`src/hdl/pf_defs.svh`:
```
/* Prefetch front end parameters
   Buffer depth, boot address and word width */

`ifndef PF_DEFS_SVH
`define PF_DEFS_SVH

// Buffer entries, also the limit on outstanding bus transactions
// Supported range is 2 to 8
`define PF_DEPTH 4

// First fetch address after reset
`define PF_BOOT_ADDR 32'h0000_0080

// Data and address width
`define PF_XLEN 32

`endif

```
`src/hdl/pf_pkg.sv`:
```
/* Prefetch front end package
   Prefetcher state encoding and the fetch entry carried to decode */

`include "pf_defs.svh"

package pf_pkg;

  // Prefetcher address selection state
  typedef enum logic
  {
    IDLE,
    BRANCH_WAIT
  } prefetch_state_e;

  // One fetched word with its address and pointer tag
  typedef struct packed
  {
    logic [`PF_XLEN-1:0] addr;
    logic [`PF_XLEN-1:0] rdata;
    // Set on the first word of a pointer branch
    logic                ptr;
  } fetch_entry_t;

endpackage

```
`src/hdl/pf_trans_if.sv`:
```
/* Transaction request channel
   Carries fetch requests from the prefetcher to the bus adapter */

`include "pf_defs.svh"

interface pf_trans_if;

  // Request valid, accepted when ready is also high
  logic                valid;
  // Acceptance from the bus side
  logic                ready;
  // Request address, may change while waiting
  logic [`PF_XLEN-1:0] addr;
  // Request is a data access (pointer fetch)
  logic                data_access;

  // Prefetcher side
  modport master
  (
    output valid,
    output addr,
    output data_access,
    input  ready
  );

  // Bus adapter side
  modport slave
  (
    input  valid,
    input  addr,
    input  data_access,
    output ready
  );

endinterface

```
`src/hdl/pf_prefetcher.sv`:
```
/* Prefetcher address selection
   Issues branch targets or sequential word addresses, replays stalled branches */

`include "pf_defs.svh"

module pf_prefetcher
(
  input  logic                clk,
  input  logic                rst_n,

  // From the fetch buffer
  input  logic                fetch_branch_i,
  input  logic [`PF_XLEN-1:0] fetch_branch_addr_i,
  input  logic                fetch_valid_i,
  input  logic                fetch_ptr_i,
  output logic                fetch_ready_o,
  output logic                fetch_ptr_access_o,

  // Toward the bus adapter
  pf_trans_if.master          trans
);

  pf_pkg::prefetch_state_e state_q, state_d;

  // Last issued address and its data access flag
  logic [`PF_XLEN-1:0] addr_q;
  logic [`PF_XLEN-1:0] addr_incr;
  logic                data_access_q;
  logic                accept;

  // Sequential fetch is always word sized
  assign addr_incr = {addr_q[`PF_XLEN-1:2], 2'b00} + `PF_XLEN'(4);

  // Buffer already limits outstanding requests, pass the request on
  assign trans.valid = fetch_valid_i;
  assign accept      = trans.valid && trans.ready;

  // Handshake back to the buffer
  assign fetch_ready_o      = accept;
  assign fetch_ptr_access_o = trans.data_access;

  ////////////////////////////////////////
  // Address selection FSM
  ////////////////////////////////////////

  always_comb
  begin
    state_d           = state_q;
    trans.addr        = addr_q;
    trans.data_access = data_access_q;

    case (state_q)
      pf_pkg::IDLE:
      begin
        if (fetch_branch_i)
        begin
          trans.addr        = fetch_branch_addr_i;
          trans.data_access = fetch_ptr_i;
        end
        else
        begin
          // Pointer flag never carries over to sequential words
          trans.addr        = addr_incr;
          trans.data_access = 1'b0;
        end
        // Branch target not taken by the bus yet, hold it
        if (fetch_branch_i && !accept)
        begin
          state_d = pf_pkg::BRANCH_WAIT;
        end
      end

      pf_pkg::BRANCH_WAIT:
      begin
        // Replay the held target unless a newer branch supersedes it
        if (fetch_branch_i)
        begin
          trans.addr        = fetch_branch_addr_i;
          trans.data_access = fetch_ptr_i;
        end
        // Target accepted, sequential prefetch resumes
        if (accept)
        begin
          state_d = pf_pkg::IDLE;
        end
      end

      default:
      begin
        state_d = pf_pkg::IDLE;
      end
    endcase
  end

  ////////////////////////////////////////
  // Registers
  ////////////////////////////////////////

  always_ff @(posedge clk, negedge rst_n)
  begin
    if (!rst_n)
    begin
      state_q       <= pf_pkg::IDLE;
      // One word before boot so the first increment lands on it
      addr_q        <= `PF_BOOT_ADDR - `PF_XLEN'(4);
      data_access_q <= 1'b0;
    end
    else
    begin
      state_q <= state_d;
      // Capture on a branch so a stalled target can be replayed
      if (fetch_branch_i || accept)
      begin
        addr_q        <= trans.addr;
        data_access_q <= trans.data_access;
      end
    end
  end

endmodule

```
`src/hdl/pf_fetch_buffer.sv`:
```
/* Instruction fetch buffer
   FIFO toward decode with outstanding accounting, branch flush and stale response discard */

`include "pf_defs.svh"

module pf_fetch_buffer
(
  input  logic                 clk,
  input  logic                 rst_n,

  // Control flow change from decode
  input  logic                 branch_i,
  input  logic [`PF_XLEN-1:0]  branch_addr_i,
  input  logic                 branch_ptr_i,

  // Toward the prefetcher
  output logic                 fetch_valid_o,
  output logic                 fetch_branch_o,
  output logic [`PF_XLEN-1:0]  fetch_branch_addr_o,
  output logic                 fetch_ptr_o,
  input  logic                 fetch_ready_i,

  // Responses from the bus adapter
  input  logic                 resp_valid_i,
  input  pf_pkg::fetch_entry_t resp_i,

  // Toward decode
  input  logic                 instr_req_i,
  output logic                 instr_valid_o,
  output pf_pkg::fetch_entry_t instr_o
);

  localparam int CNT_W = $clog2(`PF_DEPTH + 1);
  localparam int PTR_W = $clog2(`PF_DEPTH);
  // Room for stored plus outstanding plus discard without overflow
  localparam int SUM_W = CNT_W + 2;

  pf_pkg::fetch_entry_t fifo_mem [`PF_DEPTH];

  logic [PTR_W-1:0] rd_ptr_q;
  logic [PTR_W-1:0] wr_ptr_q;
  logic [CNT_W-1:0] count_q, count_d;
  // Responses expected for the current stream
  logic [CNT_W-1:0] outst_q, outst_d;
  // Responses still due from the stream before the last branch
  logic [CNT_W-1:0] discard_q, discard_d;
  logic [SUM_W-1:0] occupancy;
  // Low during reset, keeps the bus quiet until reset is released
  logic             run_q;
  logic             accept;
  logic             push;
  logic             pop;

  ////////////////////////////////////////
  // Prefetcher request
  ////////////////////////////////////////

  // Branch passes straight through
  assign fetch_branch_o      = branch_i;
  assign fetch_branch_addr_o = branch_addr_i;
  assign fetch_ptr_o         = branch_ptr_i;

  // Stored entries are gone in the branch cycle, in-flight words still count
  assign occupancy = SUM_W'(branch_i ? '0 : count_q) + SUM_W'(outst_q) + SUM_W'(discard_q);

  // Request only while every in-flight word is sure to find a slot
  assign fetch_valid_o = run_q && (occupancy < SUM_W'(`PF_DEPTH));
  assign accept        = fetch_valid_o && fetch_ready_i;

  ////////////////////////////////////////
  // FIFO control
  ////////////////////////////////////////

  // Old stream words are never handed out in the branch cycle
  assign instr_valid_o = (count_q != '0) && !branch_i;
  assign instr_o       = fifo_mem[rd_ptr_q];
  assign pop           = instr_valid_o && instr_req_i;

  // Responses belong to the old stream while discards remain
  assign push = resp_valid_i && !branch_i && (discard_q == '0);

  always_comb
  begin
    if (branch_i)
    begin
      // Everything in flight now is old stream, a same cycle accept is new
      count_d   = '0;
      outst_d   = CNT_W'(accept);
      discard_d = discard_q + outst_q - CNT_W'(resp_valid_i);
    end
    else
    begin
      count_d = count_q + CNT_W'(push) - CNT_W'(pop);
      if (resp_valid_i && (discard_q != '0))
      begin
        // Stale word dropped
        discard_d = discard_q - CNT_W'(1);
        outst_d   = outst_q + CNT_W'(accept);
      end
      else
      begin
        discard_d = discard_q;
        outst_d   = outst_q + CNT_W'(accept) - CNT_W'(resp_valid_i);
      end
    end
  end

  ////////////////////////////////////////
  // Registers
  ////////////////////////////////////////

  always_ff @(posedge clk, negedge rst_n)
  begin
    if (!rst_n)
    begin
      run_q     <= 1'b0;
      rd_ptr_q  <= '0;
      wr_ptr_q  <= '0;
      count_q   <= '0;
      outst_q   <= '0;
      discard_q <= '0;
    end
    else
    begin
      run_q     <= 1'b1;
      count_q   <= count_d;
      outst_q   <= outst_d;
      discard_q <= discard_d;
      if (branch_i)
      begin
        // Flush
        rd_ptr_q <= '0;
        wr_ptr_q <= '0;
      end
      else
      begin
        if (push)
        begin
          wr_ptr_q <= (wr_ptr_q == PTR_W'(`PF_DEPTH - 1)) ? '0 : wr_ptr_q + 1'b1;
        end
        if (pop)
        begin
          rd_ptr_q <= (rd_ptr_q == PTR_W'(`PF_DEPTH - 1)) ? '0 : rd_ptr_q + 1'b1;
        end
      end
    end
  end

  // Storage
  always_ff @(posedge clk)
  begin
    if (push)
    begin
      fifo_mem[wr_ptr_q] <= resp_i;
    end
  end

endmodule

```
`src/hdl/pf_bus_adapter.sv`:
```
/* Instruction bus adapter
   Request/grant address phase and in-order response pairing */

`include "pf_defs.svh"

module pf_bus_adapter
(
  input  logic                 clk,
  input  logic                 rst_n,

  // Transaction requests from the prefetcher
  pf_trans_if.slave            trans,

  // Instruction bus
  output logic                 bus_req_o,
  output logic [`PF_XLEN-1:0]  bus_addr_o,
  output logic                 bus_data_access_o,
  input  logic                 bus_gnt_i,
  input  logic                 bus_rvalid_i,
  input  logic [`PF_XLEN-1:0]  bus_rdata_i,

  // Responses toward the fetch buffer
  output logic                 resp_valid_o,
  output pf_pkg::fetch_entry_t resp_o
);

  localparam int PTR_W = $clog2(`PF_DEPTH);

  // Address and pointer flag of each granted request, oldest first
  logic [`PF_XLEN-1:0] addr_mem [`PF_DEPTH];
  logic                ptr_mem  [`PF_DEPTH];
  logic [PTR_W-1:0]    wr_ptr_q;
  logic [PTR_W-1:0]    rd_ptr_q;
  logic                grant;

  ////////////////////////////////////////
  // Address phase
  ////////////////////////////////////////

  assign bus_req_o  = trans.valid;
  assign bus_addr_o = trans.addr;
  // Flag only meaningful alongside a request
  assign bus_data_access_o = trans.valid && trans.data_access;

  assign trans.ready = bus_gnt_i;
  assign grant       = trans.valid && bus_gnt_i;

  ////////////////////////////////////////
  // Response phase
  ////////////////////////////////////////

  // Bus answers in order, head of the queue owns the response
  assign resp_valid_o = bus_rvalid_i;
  always_comb
  begin
    resp_o.addr  = addr_mem[rd_ptr_q];
    resp_o.rdata = bus_rdata_i;
    resp_o.ptr   = ptr_mem[rd_ptr_q];
  end

  always_ff @(posedge clk, negedge rst_n)
  begin
    if (!rst_n)
    begin
      wr_ptr_q <= '0;
      rd_ptr_q <= '0;
    end
    else
    begin
      if (grant)
      begin
        wr_ptr_q <= (wr_ptr_q == PTR_W'(`PF_DEPTH - 1)) ? '0 : wr_ptr_q + 1'b1;
      end
      if (bus_rvalid_i)
      begin
        rd_ptr_q <= (rd_ptr_q == PTR_W'(`PF_DEPTH - 1)) ? '0 : rd_ptr_q + 1'b1;
      end
    end
  end

  // Queue storage
  always_ff @(posedge clk)
  begin
    if (grant)
    begin
      addr_mem[wr_ptr_q] <= trans.addr;
      ptr_mem[wr_ptr_q]  <= trans.data_access;
    end
  end

endmodule

```
`src/hdl/pf_fetch_top.sv`:
```
/* Instruction prefetch front end
   Fetch buffer, prefetcher and bus adapter */

`include "pf_defs.svh"

module pf_fetch_top
(
  input  logic                clk,
  input  logic                rst_n,

  // Decode side
  input  logic                branch_i,
  input  logic [`PF_XLEN-1:0] branch_addr_i,
  input  logic                branch_ptr_i,
  input  logic                instr_req_i,
  output logic                instr_valid_o,
  output logic [`PF_XLEN-1:0] instr_addr_o,
  output logic [`PF_XLEN-1:0] instr_rdata_o,
  output logic                instr_ptr_o,

  // Instruction bus
  output logic                bus_req_o,
  output logic [`PF_XLEN-1:0] bus_addr_o,
  output logic                bus_data_access_o,
  input  logic                bus_gnt_i,
  input  logic                bus_rvalid_i,
  input  logic [`PF_XLEN-1:0] bus_rdata_i
);

  // Buffer to prefetcher
  logic                fetch_valid;
  logic                fetch_ready;
  logic                fetch_branch;
  logic [`PF_XLEN-1:0] fetch_branch_addr;
  logic                fetch_ptr;

  // Adapter to buffer
  logic                 resp_valid;
  pf_pkg::fetch_entry_t resp;
  pf_pkg::fetch_entry_t instr;

  pf_trans_if i_trans_if ();

  assign instr_addr_o  = instr.addr;
  assign instr_rdata_o = instr.rdata;
  assign instr_ptr_o   = instr.ptr;

  pf_fetch_buffer i_pf_fetch_buffer
  (
    .clk                 (clk),
    .rst_n               (rst_n),
    .branch_i            (branch_i),
    .branch_addr_i       (branch_addr_i),
    .branch_ptr_i        (branch_ptr_i),
    .fetch_valid_o       (fetch_valid),
    .fetch_branch_o      (fetch_branch),
    .fetch_branch_addr_o (fetch_branch_addr),
    .fetch_ptr_o         (fetch_ptr),
    .fetch_ready_i       (fetch_ready),
    .resp_valid_i        (resp_valid),
    .resp_i              (resp),
    .instr_req_i         (instr_req_i),
    .instr_valid_o       (instr_valid_o),
    .instr_o             (instr)
  );

  // Pointer tag reaches the buffer through the adapter queue instead
  pf_prefetcher i_pf_prefetcher
  (
    .clk                 (clk),
    .rst_n               (rst_n),
    .fetch_branch_i      (fetch_branch),
    .fetch_branch_addr_i (fetch_branch_addr),
    .fetch_valid_i       (fetch_valid),
    .fetch_ptr_i         (fetch_ptr),
    .fetch_ready_o       (fetch_ready),
    .fetch_ptr_access_o  (),
    .trans               (i_trans_if.master)
  );

  pf_bus_adapter i_pf_bus_adapter
  (
    .clk               (clk),
    .rst_n             (rst_n),
    .trans             (i_trans_if.slave),
    .bus_req_o         (bus_req_o),
    .bus_addr_o        (bus_addr_o),
    .bus_data_access_o (bus_data_access_o),
    .bus_gnt_i         (bus_gnt_i),
    .bus_rvalid_i      (bus_rvalid_i),
    .bus_rdata_i       (bus_rdata_i),
    .resp_valid_o      (resp_valid),
    .resp_o            (resp)
  );

endmodule

```
`config.mk`:
```
export PLATFORM = sky130hd
export DESIGN_NAME = pf_fetch_top
export DESIGN_NICKNAME = d
export VERILOG_FILES = /design/src/hdl/pf_pkg.sv /design/src/hdl/pf_trans_if.sv /design/src/hdl/pf_prefetcher.sv /design/src/hdl/pf_fetch_buffer.sv /design/src/hdl/pf_bus_adapter.sv /design/src/hdl/pf_fetch_top.sv
export VERILOG_INCLUDE_DIRS = /design/src /design/src/hdl
export SDC_FILE = /design/constraint.sdc
export NUM_CORES = 1
export LEC_CHECK = 0
export ABC_AREA = 0
export ABC_CLOCK_PERIOD_IN_PS = 4900
export BUFFER_PORTS_ARGS = -buffer_cell sky130_fd_sc_hd__buf_4
export CORE_MARGIN = 2
export CORE_UTILIZATION = 50
export CTS_CLUSTER_DIAMETER = 150
export DETAILED_ROUTE_END_ITERATION = 10
export PLACE_DENSITY_LB_ADDON = 0.2
export SLEW_MARGIN = 40
export SYNTH_ARGS = -nofsm -noshare
export SYNTH_HDL_FRONTEND = slang
export SYNTH_SLANG_ARGS = --single-unit
```
`constraint.sdc`:
```
create_clock -name clk -period 4.9 [get_ports clk]
set_clock_uncertainty 0.15 [all_clocks]
set_input_delay 0.98 -clock clk [delete_from_list [all_inputs] [get_ports clk]]
set_output_delay 0.98 -clock clk [all_outputs]
set_load 0.02 [all_outputs]
```
==> impl_metrics.env, run 1 <==
export IMPL_cts_setup_buffers=0
export IMPL_critPathKind="reg2out"
export IMPL_max_stage_delay_ns=0.62
export IMPL_ir_worst_vdd_mv=0.331
export IMPL_post_route_min_period_ns=4.45
export IMPL_place_hpwl_um=24400
export IMPL_max_freq_mhz=225
export IMPL_drt_wl_total_um=37500
export IMPL_initial_core_util_pct=50.8
export IMPL_drc=15
export IMPL_p_leak_nw=7.42
export IMPL_num_rows=69
export IMPL_synthesis_nets=1055
export IMPL_clk_pin_slew_worst_paths_ns=0.06
export IMPL_io_pins=171
export IMPL_routed_via_density=5.68
export IMPL_tns_ns=0
export IMPL_ys_types=56
export IMPL_routedWlPerCell_um=22.7
export IMPL_final_common_cell="edfxtp_1"
export IMPL_cp_slowest_cell="dfstp_2"
export IMPL_routabilityCongestion=0.807
export IMPL_synth_warnings=0
export IMPL_avgSynthCellArea_um2=19.0
export IMPL_grt_pass1_wl_um=57900
export IMPL_n_antenna_cell=0
export IMPL_rsz0062_at_grt="no"
export IMPL_layout_drive_gt1_share_pct=34.3
export IMPL_setup_viol=0
export IMPL_final_nets=1255
export IMPL_crit_chain="ha_1, nand4b_1, nor4_1, nand3_1, xor2_1, a21boi_0, buf_4"
export IMPL_cts_sinks=444
export IMPL_coreArea_um2=35700
export IMPL_synth_edff_count=392
export IMPL_syn_inst=955
export IMPL_cts_buffers=46
export IMPL_die_h_um=194
export IMPL_grt_max_degree=57
export IMPL_p_per_area_nw_per_um2=483
export IMPL_dieWidth_um=194
export IMPL_cp_max_fo=6
export IMPL_antenna_found_initial=0
export IMPL_hold_viol=0
export IMPL_arrival_ns=3.32
export IMPL_synthFlopType="edfxtp_1"
export IMPL_async_reset_ff_share_pct=11.7
export IMPL_port_buffers=170
export IMPL_overflow=0
export IMPL_tightestPinTransition_ns=0.763
export IMPL_insertion_delay_ns=0.57
export IMPL_mostFrequentLayoutCells="edfxtp_1, buf_4, mux4_2"
export IMPL_endpoint_kind="primary output"
export IMPL_areaGrowthSynthToFinish_pct=18.8
export IMPL_fillers=2624
export IMPL_ys_seq_area_share_pct=72.2
export IMPL_hold_buffers=0
export IMPL_finish_utilization_pct=60.4
export IMPL_ys_seq_elements=444
export IMPL_drt_first_pass_iters=10
export IMPL_grt_use_total_pct=20.4
export IMPL_status="complete, but fails checks"
export IMPL_die_area_um2=37800
export IMPL_slew_viol_final=0
export IMPL_drt_iter0_drc=621
export IMPL_grt_pass1_vias=9797
export IMPL_cts_resized=0
export IMPL_vias=9389
export IMPL_hp_class="in2async"
export IMPL_required_ns=3.77
export IMPL_netlist_area_um2=18100
export IMPL_violations="design-rule violations"
export IMPL_clock_path_buffers=3
export IMPL_maxCapViolCount=0
export IMPL_cts_max_level=2
export IMPL_maxSlewHeadroom_pct=48.6
export IMPL_startpoint_type="flop"
export IMPL_ant_nets=0
export IMPL_cts_tree="yes"
export IMPL_reg2regPathDepth=13
export IMPL_root_buffer="clkbuf_16"
export IMPL_finalCritPeriodShare_pct=90.8
==> layout make-up <==
| class | count | area (µm²) | share of cell area, % |
|---|---|---|---|
| clock inverters | 21 | 175 | 0.814 |
| flip-flops and latches | 444 | 13100 | 60.8 |
| clock buffers | 63 | 1260 | 5.83 |
| well taps | 461 | 577 | 2.68 |
| multi-input cells | 438 | 4770 | 22.2 |
| inverters | 24 | 90.1 | 0.418 |
| repair buffers | 201 | 1570 | 7.30 |
==> where the power goes <==
part	switching (mW)	leakage (nW)	internal, mW	total [mW]
Sequential	0.266	4.14	4.66	4.93
Clock	1.38	0.699	1.91	3.29
Combinational	1.21	2.58	0.967	2.18
Total	2.86	7.42	7.54	10.4
==> per-stage QoR <==
step	cell area, µm²	cells	total power, mW	hold WS, ns	setup slack, ns
2_1_floorplan	18100	955	6.38	0.332	0.0322
3_3_place_gp	20100	1566	7.17	0.346	0.454
3_5_place_dp	20100	1568	7.22	0.351	0.341
4_1_cts	21500	1652	10.5	0.333	0.481
5_1_grt	21500	1652	10.9	0.368	0.329
6_report	21500	1652	10.4	0.319	0.452
==> final timing paths <==
path	from	to	slack, ns
worst max-delay path	i_pf_prefetcher.addr_q[2]$_DFFE_PN1P_	bus_addr_o[26]	0.45
worst min register to register	i_pf_prefetcher.addr_q[1]$_DFFE_PN0P_	i_pf_prefetcher.addr_q[1]$_DFFE_PN0P_	0.36
worst min-delay path	rst_n	i_pf_prefetcher.addr_q[18]$_DFFE_PN0P_	0.32
worst max register to register	i_pf_fetch_buffer.count_q[1]$_DFF_PN0_	i_pf_fetch_buffer.outst_q[1]$_DFF_PN0_	1.22
max in group asynchronous	rst_n	i_pf_fetch_buffer.rd_ptr_q[0]$_DFFE_PN0P_	3.71
min in group clk	i_pf_prefetcher.addr_q[1]$_DFFE_PN0P_	i_pf_prefetcher.addr_q[1]$_DFFE_PN0P_	0.36
==> per-layer routing <==
layer	part of all wire (%)	global-route usage [%]
met3	5.2	3.90
met1	43	27.7
met2	50	33.7
met5	0	0
met4	2.3	6.24
==> synthesized netlist by cell type (12+ instances only) <==
cell	n	share of area (%)
inv_1	24	0.50
nor2_1	24	0.50
nand2_1	33	0.68
buf_2	13	0.36
mux2_2	24	1.5
mux4_2	98	12
nand2b_1	12	0.41
nand4_1	12	0.41
xnor2_1	14	0.68
o31a_1	16	0.77
nor3_1	14	0.39
clkbuf_1	30	0.62
o21ai_0	19	0.52
edfxtp_1	392	65
ha_1	24	1.7
xor2_1	25	1.2
nor4_1	13	0.45
dfrtp_1	47	6.5
==> state kept, by name, indices dropped and copies added, names as in the netlist <==
name / cells
i_pf_bus_adapter.rd_ptr_q: 2
i_pf_fetch_buffer.rd_ptr_q: 2
i_pf_fetch_buffer.count_q: 3
i_pf_fetch_buffer.discard_q: 3
i_pf_fetch_buffer.outst_q: 3
i_pf_fetch_buffer.run_q: 1
i_pf_fetch_buffer.wr_ptr_q: 2
i_pf_prefetcher.data_access_q: 1
i_pf_bus_adapter.wr_ptr_q: 2
i_pf_fetch_buffer.fifo_mem: 260
i_pf_prefetcher.addr_q: 32
i_pf_bus_adapter.addr_mem: 128
i_pf_prefetcher.state_q: 1
i_pf_bus_adapter.ptr_mem: 4
==> critical path, delay by kind of cell, from the launching register on <==
| kind | cells | cell delay (ns) |
|---|---|---|
| buffers and inverters | 1 | 0.28 |
| flip-flops | 1 | 0.62 |
| XOR/XNOR | 1 | 0.16 |
| AND/OR/NAND/NOR | 3 | 0.78 |
| AO/OA/AOI/OAI | 1 | 0.58 |
| adder cells (fa/ha/maj) | 1 | 0.33 |
==> logic make-up (layout without fill, tap and decap cells) <==
family	count (synthesis)	after routing	share of synthesized area (%)
flip-flops	444	444	72.2
multiplexers	130	130	14.1
XOR/XNOR	39	39	1.89
adder cells (fa/ha/maj)	29	29	2.21
other	1	1	0.0207
AND/OR/NAND/NOR	164	164	5.08
AO/OA/AOI/OAI	75	75	2.89
buffers and inverters	73	309	1.61
(Power assumes the default switching activity.)
==> run 2, diff against run 1 <==
- ABC_AREA: 0 -> 1
==> run 2 against run 1 <==
  * Global-route usage grew 1.0 points
  * Power is 19% higher
  * Clock power is essentially flat
  * Critical path depth up 3
  * Critical path type is now in2out
  * Final area increased by 1.7%
  * Utilization fell by 0.56 points
  * Area after synthesis is 2.6% higher
  * Critical endpoint is now bus_data_access_o
  * Worst hold slack better by 0.0086 ns
  * Register-to-register slack gained 0.29 ns
  * The flow now finishes without violations
  * Routed wire length increased by 10%
  * Synthesized cell count up 65%
  * Highest routed layer unchanged
==> impl_metrics.env, run 2 <==
export IMPL_layout_drive_gt1_share_pct=18.6
export IMPL_ys_types=48
export IMPL_overflow=0
export IMPL_antenna_found_initial=0
export IMPL_startpoint_type="input port"
export IMPL_ys_seq_area_share_pct=70.4
export IMPL_routedWlPerCell_um=18.5
export IMPL_drc=0
export IMPL_ir_worst_vdd_mv=0.366
export IMPL_whs_path_depth=2
export IMPL_die_h_um=197
export IMPL_routabilityCongestion=0.904
export IMPL_grt_pass1_wl_um=64300
export IMPL_status="complete, no violations"
export IMPL_finalCritPeriodShare_pct=83.6
export IMPL_yosysTopAreaCellShare_pct=63.3
export IMPL_port_buffers=170
export IMPL_top_register="i_pf_fetch_buffer.fifo_mem"
export IMPL_mostFrequentLayoutCells="edfxtp_1, nor2_1, o21ai_0"
export IMPL_cts_setup_buffers=0
export IMPL_design_area_um2=21900
export IMPL_clk_pin_slew_worst_paths_ns=0.06
export IMPL_endpoint_kind="primary output"
export IMPL_avgSynthCellArea_um2=11.8
export IMPL_root_buffer="clkbuf_16"
export IMPL_cp_max_fo=7
export IMPL_p_total_mw=12.3
export IMPL_cts_buffers=46
export IMPL_drt_first_pass_iters=5
export IMPL_rr_endpoint="i_pf_fetch_buffer.outst_q[2]$_DFF_PN0_"
export IMPL_netlist_area_um2=18600
export IMPL_finish_utilization_pct=59.8
export IMPL_die_area_um2=38700
export IMPL_yosysMostFrequentCell="edfxtp_1"
export IMPL_maxCapViolCount=0
export IMPL_arrival_ns=2.97
export IMPL_insertion_delay_ns=0.55
export IMPL_post_route_min_period_ns=4.10
export IMPL_synth_edff_count=392
export IMPL_yosys_top_cells_area="edfxtp_1, dfrtp_1, o21ai_0, nor2_1, nand2_1"
export IMPL_grt_max_degree=103
export IMPL_hp_class="reg2reg"
export IMPL_hp_start="i_pf_prefetcher.addr_q[31]$_DFFE_PN0P_"
export IMPL_synthFlopType="edfxtp_1"
export IMPL_num_rows=70
export IMPL_initial_core_util_pct=50.8
export IMPL_reg_largest_list="i_pf_fetch_buffer.fifo_mem (260), i_pf_bus_adapter.addr_mem (128), i_pf_prefetcher.addr_q (32)"
export IMPL_n_antenna_cell=0
export IMPL_place_hpwl_um=25600
export IMPL_rsz0062_at_grt="no"
export IMPL_io_pins=171
export IMPL_ant_nets=0
export IMPL_vias=12200
export IMPL_clock_path_buffers=3
export IMPL_dieWidth_um=197
export IMPL_synth_warnings=0
export IMPL_required_ns=3.77
export IMPL_grt_pass1_vias=11700
export IMPL_cts_sinks=444
export IMPL_cp_slowest_cell="fa_1"
export IMPL_grt_use_total_pct=21.4
export IMPL_maxSlewHeadroom_pct=50.7
export IMPL_routed_via_density=5.46
export IMPL_drt_iter0_drc=666
export IMPL_cts_resized=0
export IMPL_dpl_instance_area_um2=20500
export IMPL_fillers=2959
export IMPL_areaGrowthSynthToFinish_pct=17.8
export IMPL_p_per_area_nw_per_um2=563
export IMPL_max_stage_delay_ns=0.45
export IMPL_hold_buffers=0
export IMPL_final_common_cell="edfxtp_1"
export IMPL_syn_inst=1573
export IMPL_holdPathEnd="i_pf_prefetcher.addr_q[31]$_DFFE_PN0P_"
export IMPL_synth_common_cells="edfxtp_1, nor2_1, o21ai_0, nand2_1, o22ai_1"
export IMPL_cts_max_level=2
export IMPL_coreArea_um2=36600
export IMPL_cts_tree="yes"
export IMPL_tightestPinTransition_ns=0.740
export IMPL_setup_viol=0
export IMPL_largest_reg_flops=260
export IMPL_drt_wl_total_um=41400
export IMPL_hold_viol=0
export IMPL_reg2regPathDepth=14
export IMPL_reg2reg_slack_ns=1.51
export IMPL_rr_startpoint="i_pf_fetch_buffer.discard_q[1]$_DFFE_PN0P_"
export IMPL_slew_viol_final=0
export IMPL_ys_seq_elements=444
export IMPL_max_freq_mhz=244
export IMPL_crit_chain="buf_4, inv_2, nand2_1, fa_1, a21oi_2, fa_1, nor3b_2, nand2_1, nor2_1, buf_4"
export IMPL_critPathKind="in2out"
export IMPL_final_nets=1841
export IMPL_async_reset_ff_share_pct=11.7
export IMPL_synth_top_cell_by_area="edfxtp_1"
export IMPL_p_leak_nw=8.08
export IMPL_synthesis_nets=1673
[run 2: worst max-delay path by stage]
stage,depth (start not counted),from,slack (ns),to
finish,10,branch_i,0.80,bus_data_access_o
global route,10,branch_i,0.70,bus_data_access_o
CTS,10,branch_i,0.79,bus_data_access_o
detailed placement,10,branch_i,0.80,bus_data_access_o
global placement,16,branch_i,0.91,i_pf_fetch_buffer.outst_q[2]$_DFF_PN0_
floorplan,11,branch_i,-0.11,i_pf_bus_adapter.addr_mem[0][0]$_DFFE_PP_
[run 2: power breakdown]
group,switching (mW),internal [mW]
clock,1.39,1.91
combinational,2.64,1.26
sequential,0.310,4.84
[run 2: kinds of logic (layout without fill, tap and decap cells)]
family                   count (synthesis)  in the layout  synth area share (%)
other                                    1              1                0.0202
adder cells (fa/ha/maj)                 29             29                  2.15
buffers and inverters                  177            379                  3.89
AND/OR/NAND/NOR                        542            542                  12.2
AO/OA/AOI/OAI                          371            371                  10.9
flip-flops                             444            444                  70.4
XOR/XNOR                                 9              9                 0.424
[run 2: metrics by stage]
step                hold WS (ns)  setup slack (ns)  instances  setup TNS [ns]
detailed placement         0.316             0.795       2161               0
global route               0.381             0.695       2243               0
CTS                        0.333             0.792       2243               0
finish                     0.328             0.803       2243               0
global placement           0.314             0.912       2161               0
floorplan                  0.299            -0.109       1573          -27.75
[run 2: area by class of cell]
| type | count | area, µm² | share of cell area [%] |
|---|---|---|---|
| Inverter | 97 | 365 | 1.67 |
| Tap cell | 468 | 586 | 2.67 |
| Multi-Input combinational cell | 952 | 4830 | 22.0 |
| Clock inverter | 20 | 139 | 0.634 |
| Timing Repair Buffer | 200 | 1610 | 7.33 |
| Clock buffer | 62 | 1290 | 5.91 |
| Sequential cell | 444 | 13100 | 59.7 |
[run 2: per-layer routing]
metal	track usage [%]	share of wire, %	vias up
li1	-	-	5913
met1	29.5	44	5885
met2	35.5	48	388
met3	3.61	6.2	57
met4	5.57	1.9	0
met5	0	0	-
[run 2: worst max-delay path, delay by kind of cell]
| family | cells | cell delay, ns |
|---|---|---|
| compound gates | 1 | 0.17 |
| simple gates | 4 | 0.57 |
| fa+ha+maj | 2 | 0.89 |
| buf+inv | 3 | 0.35 |
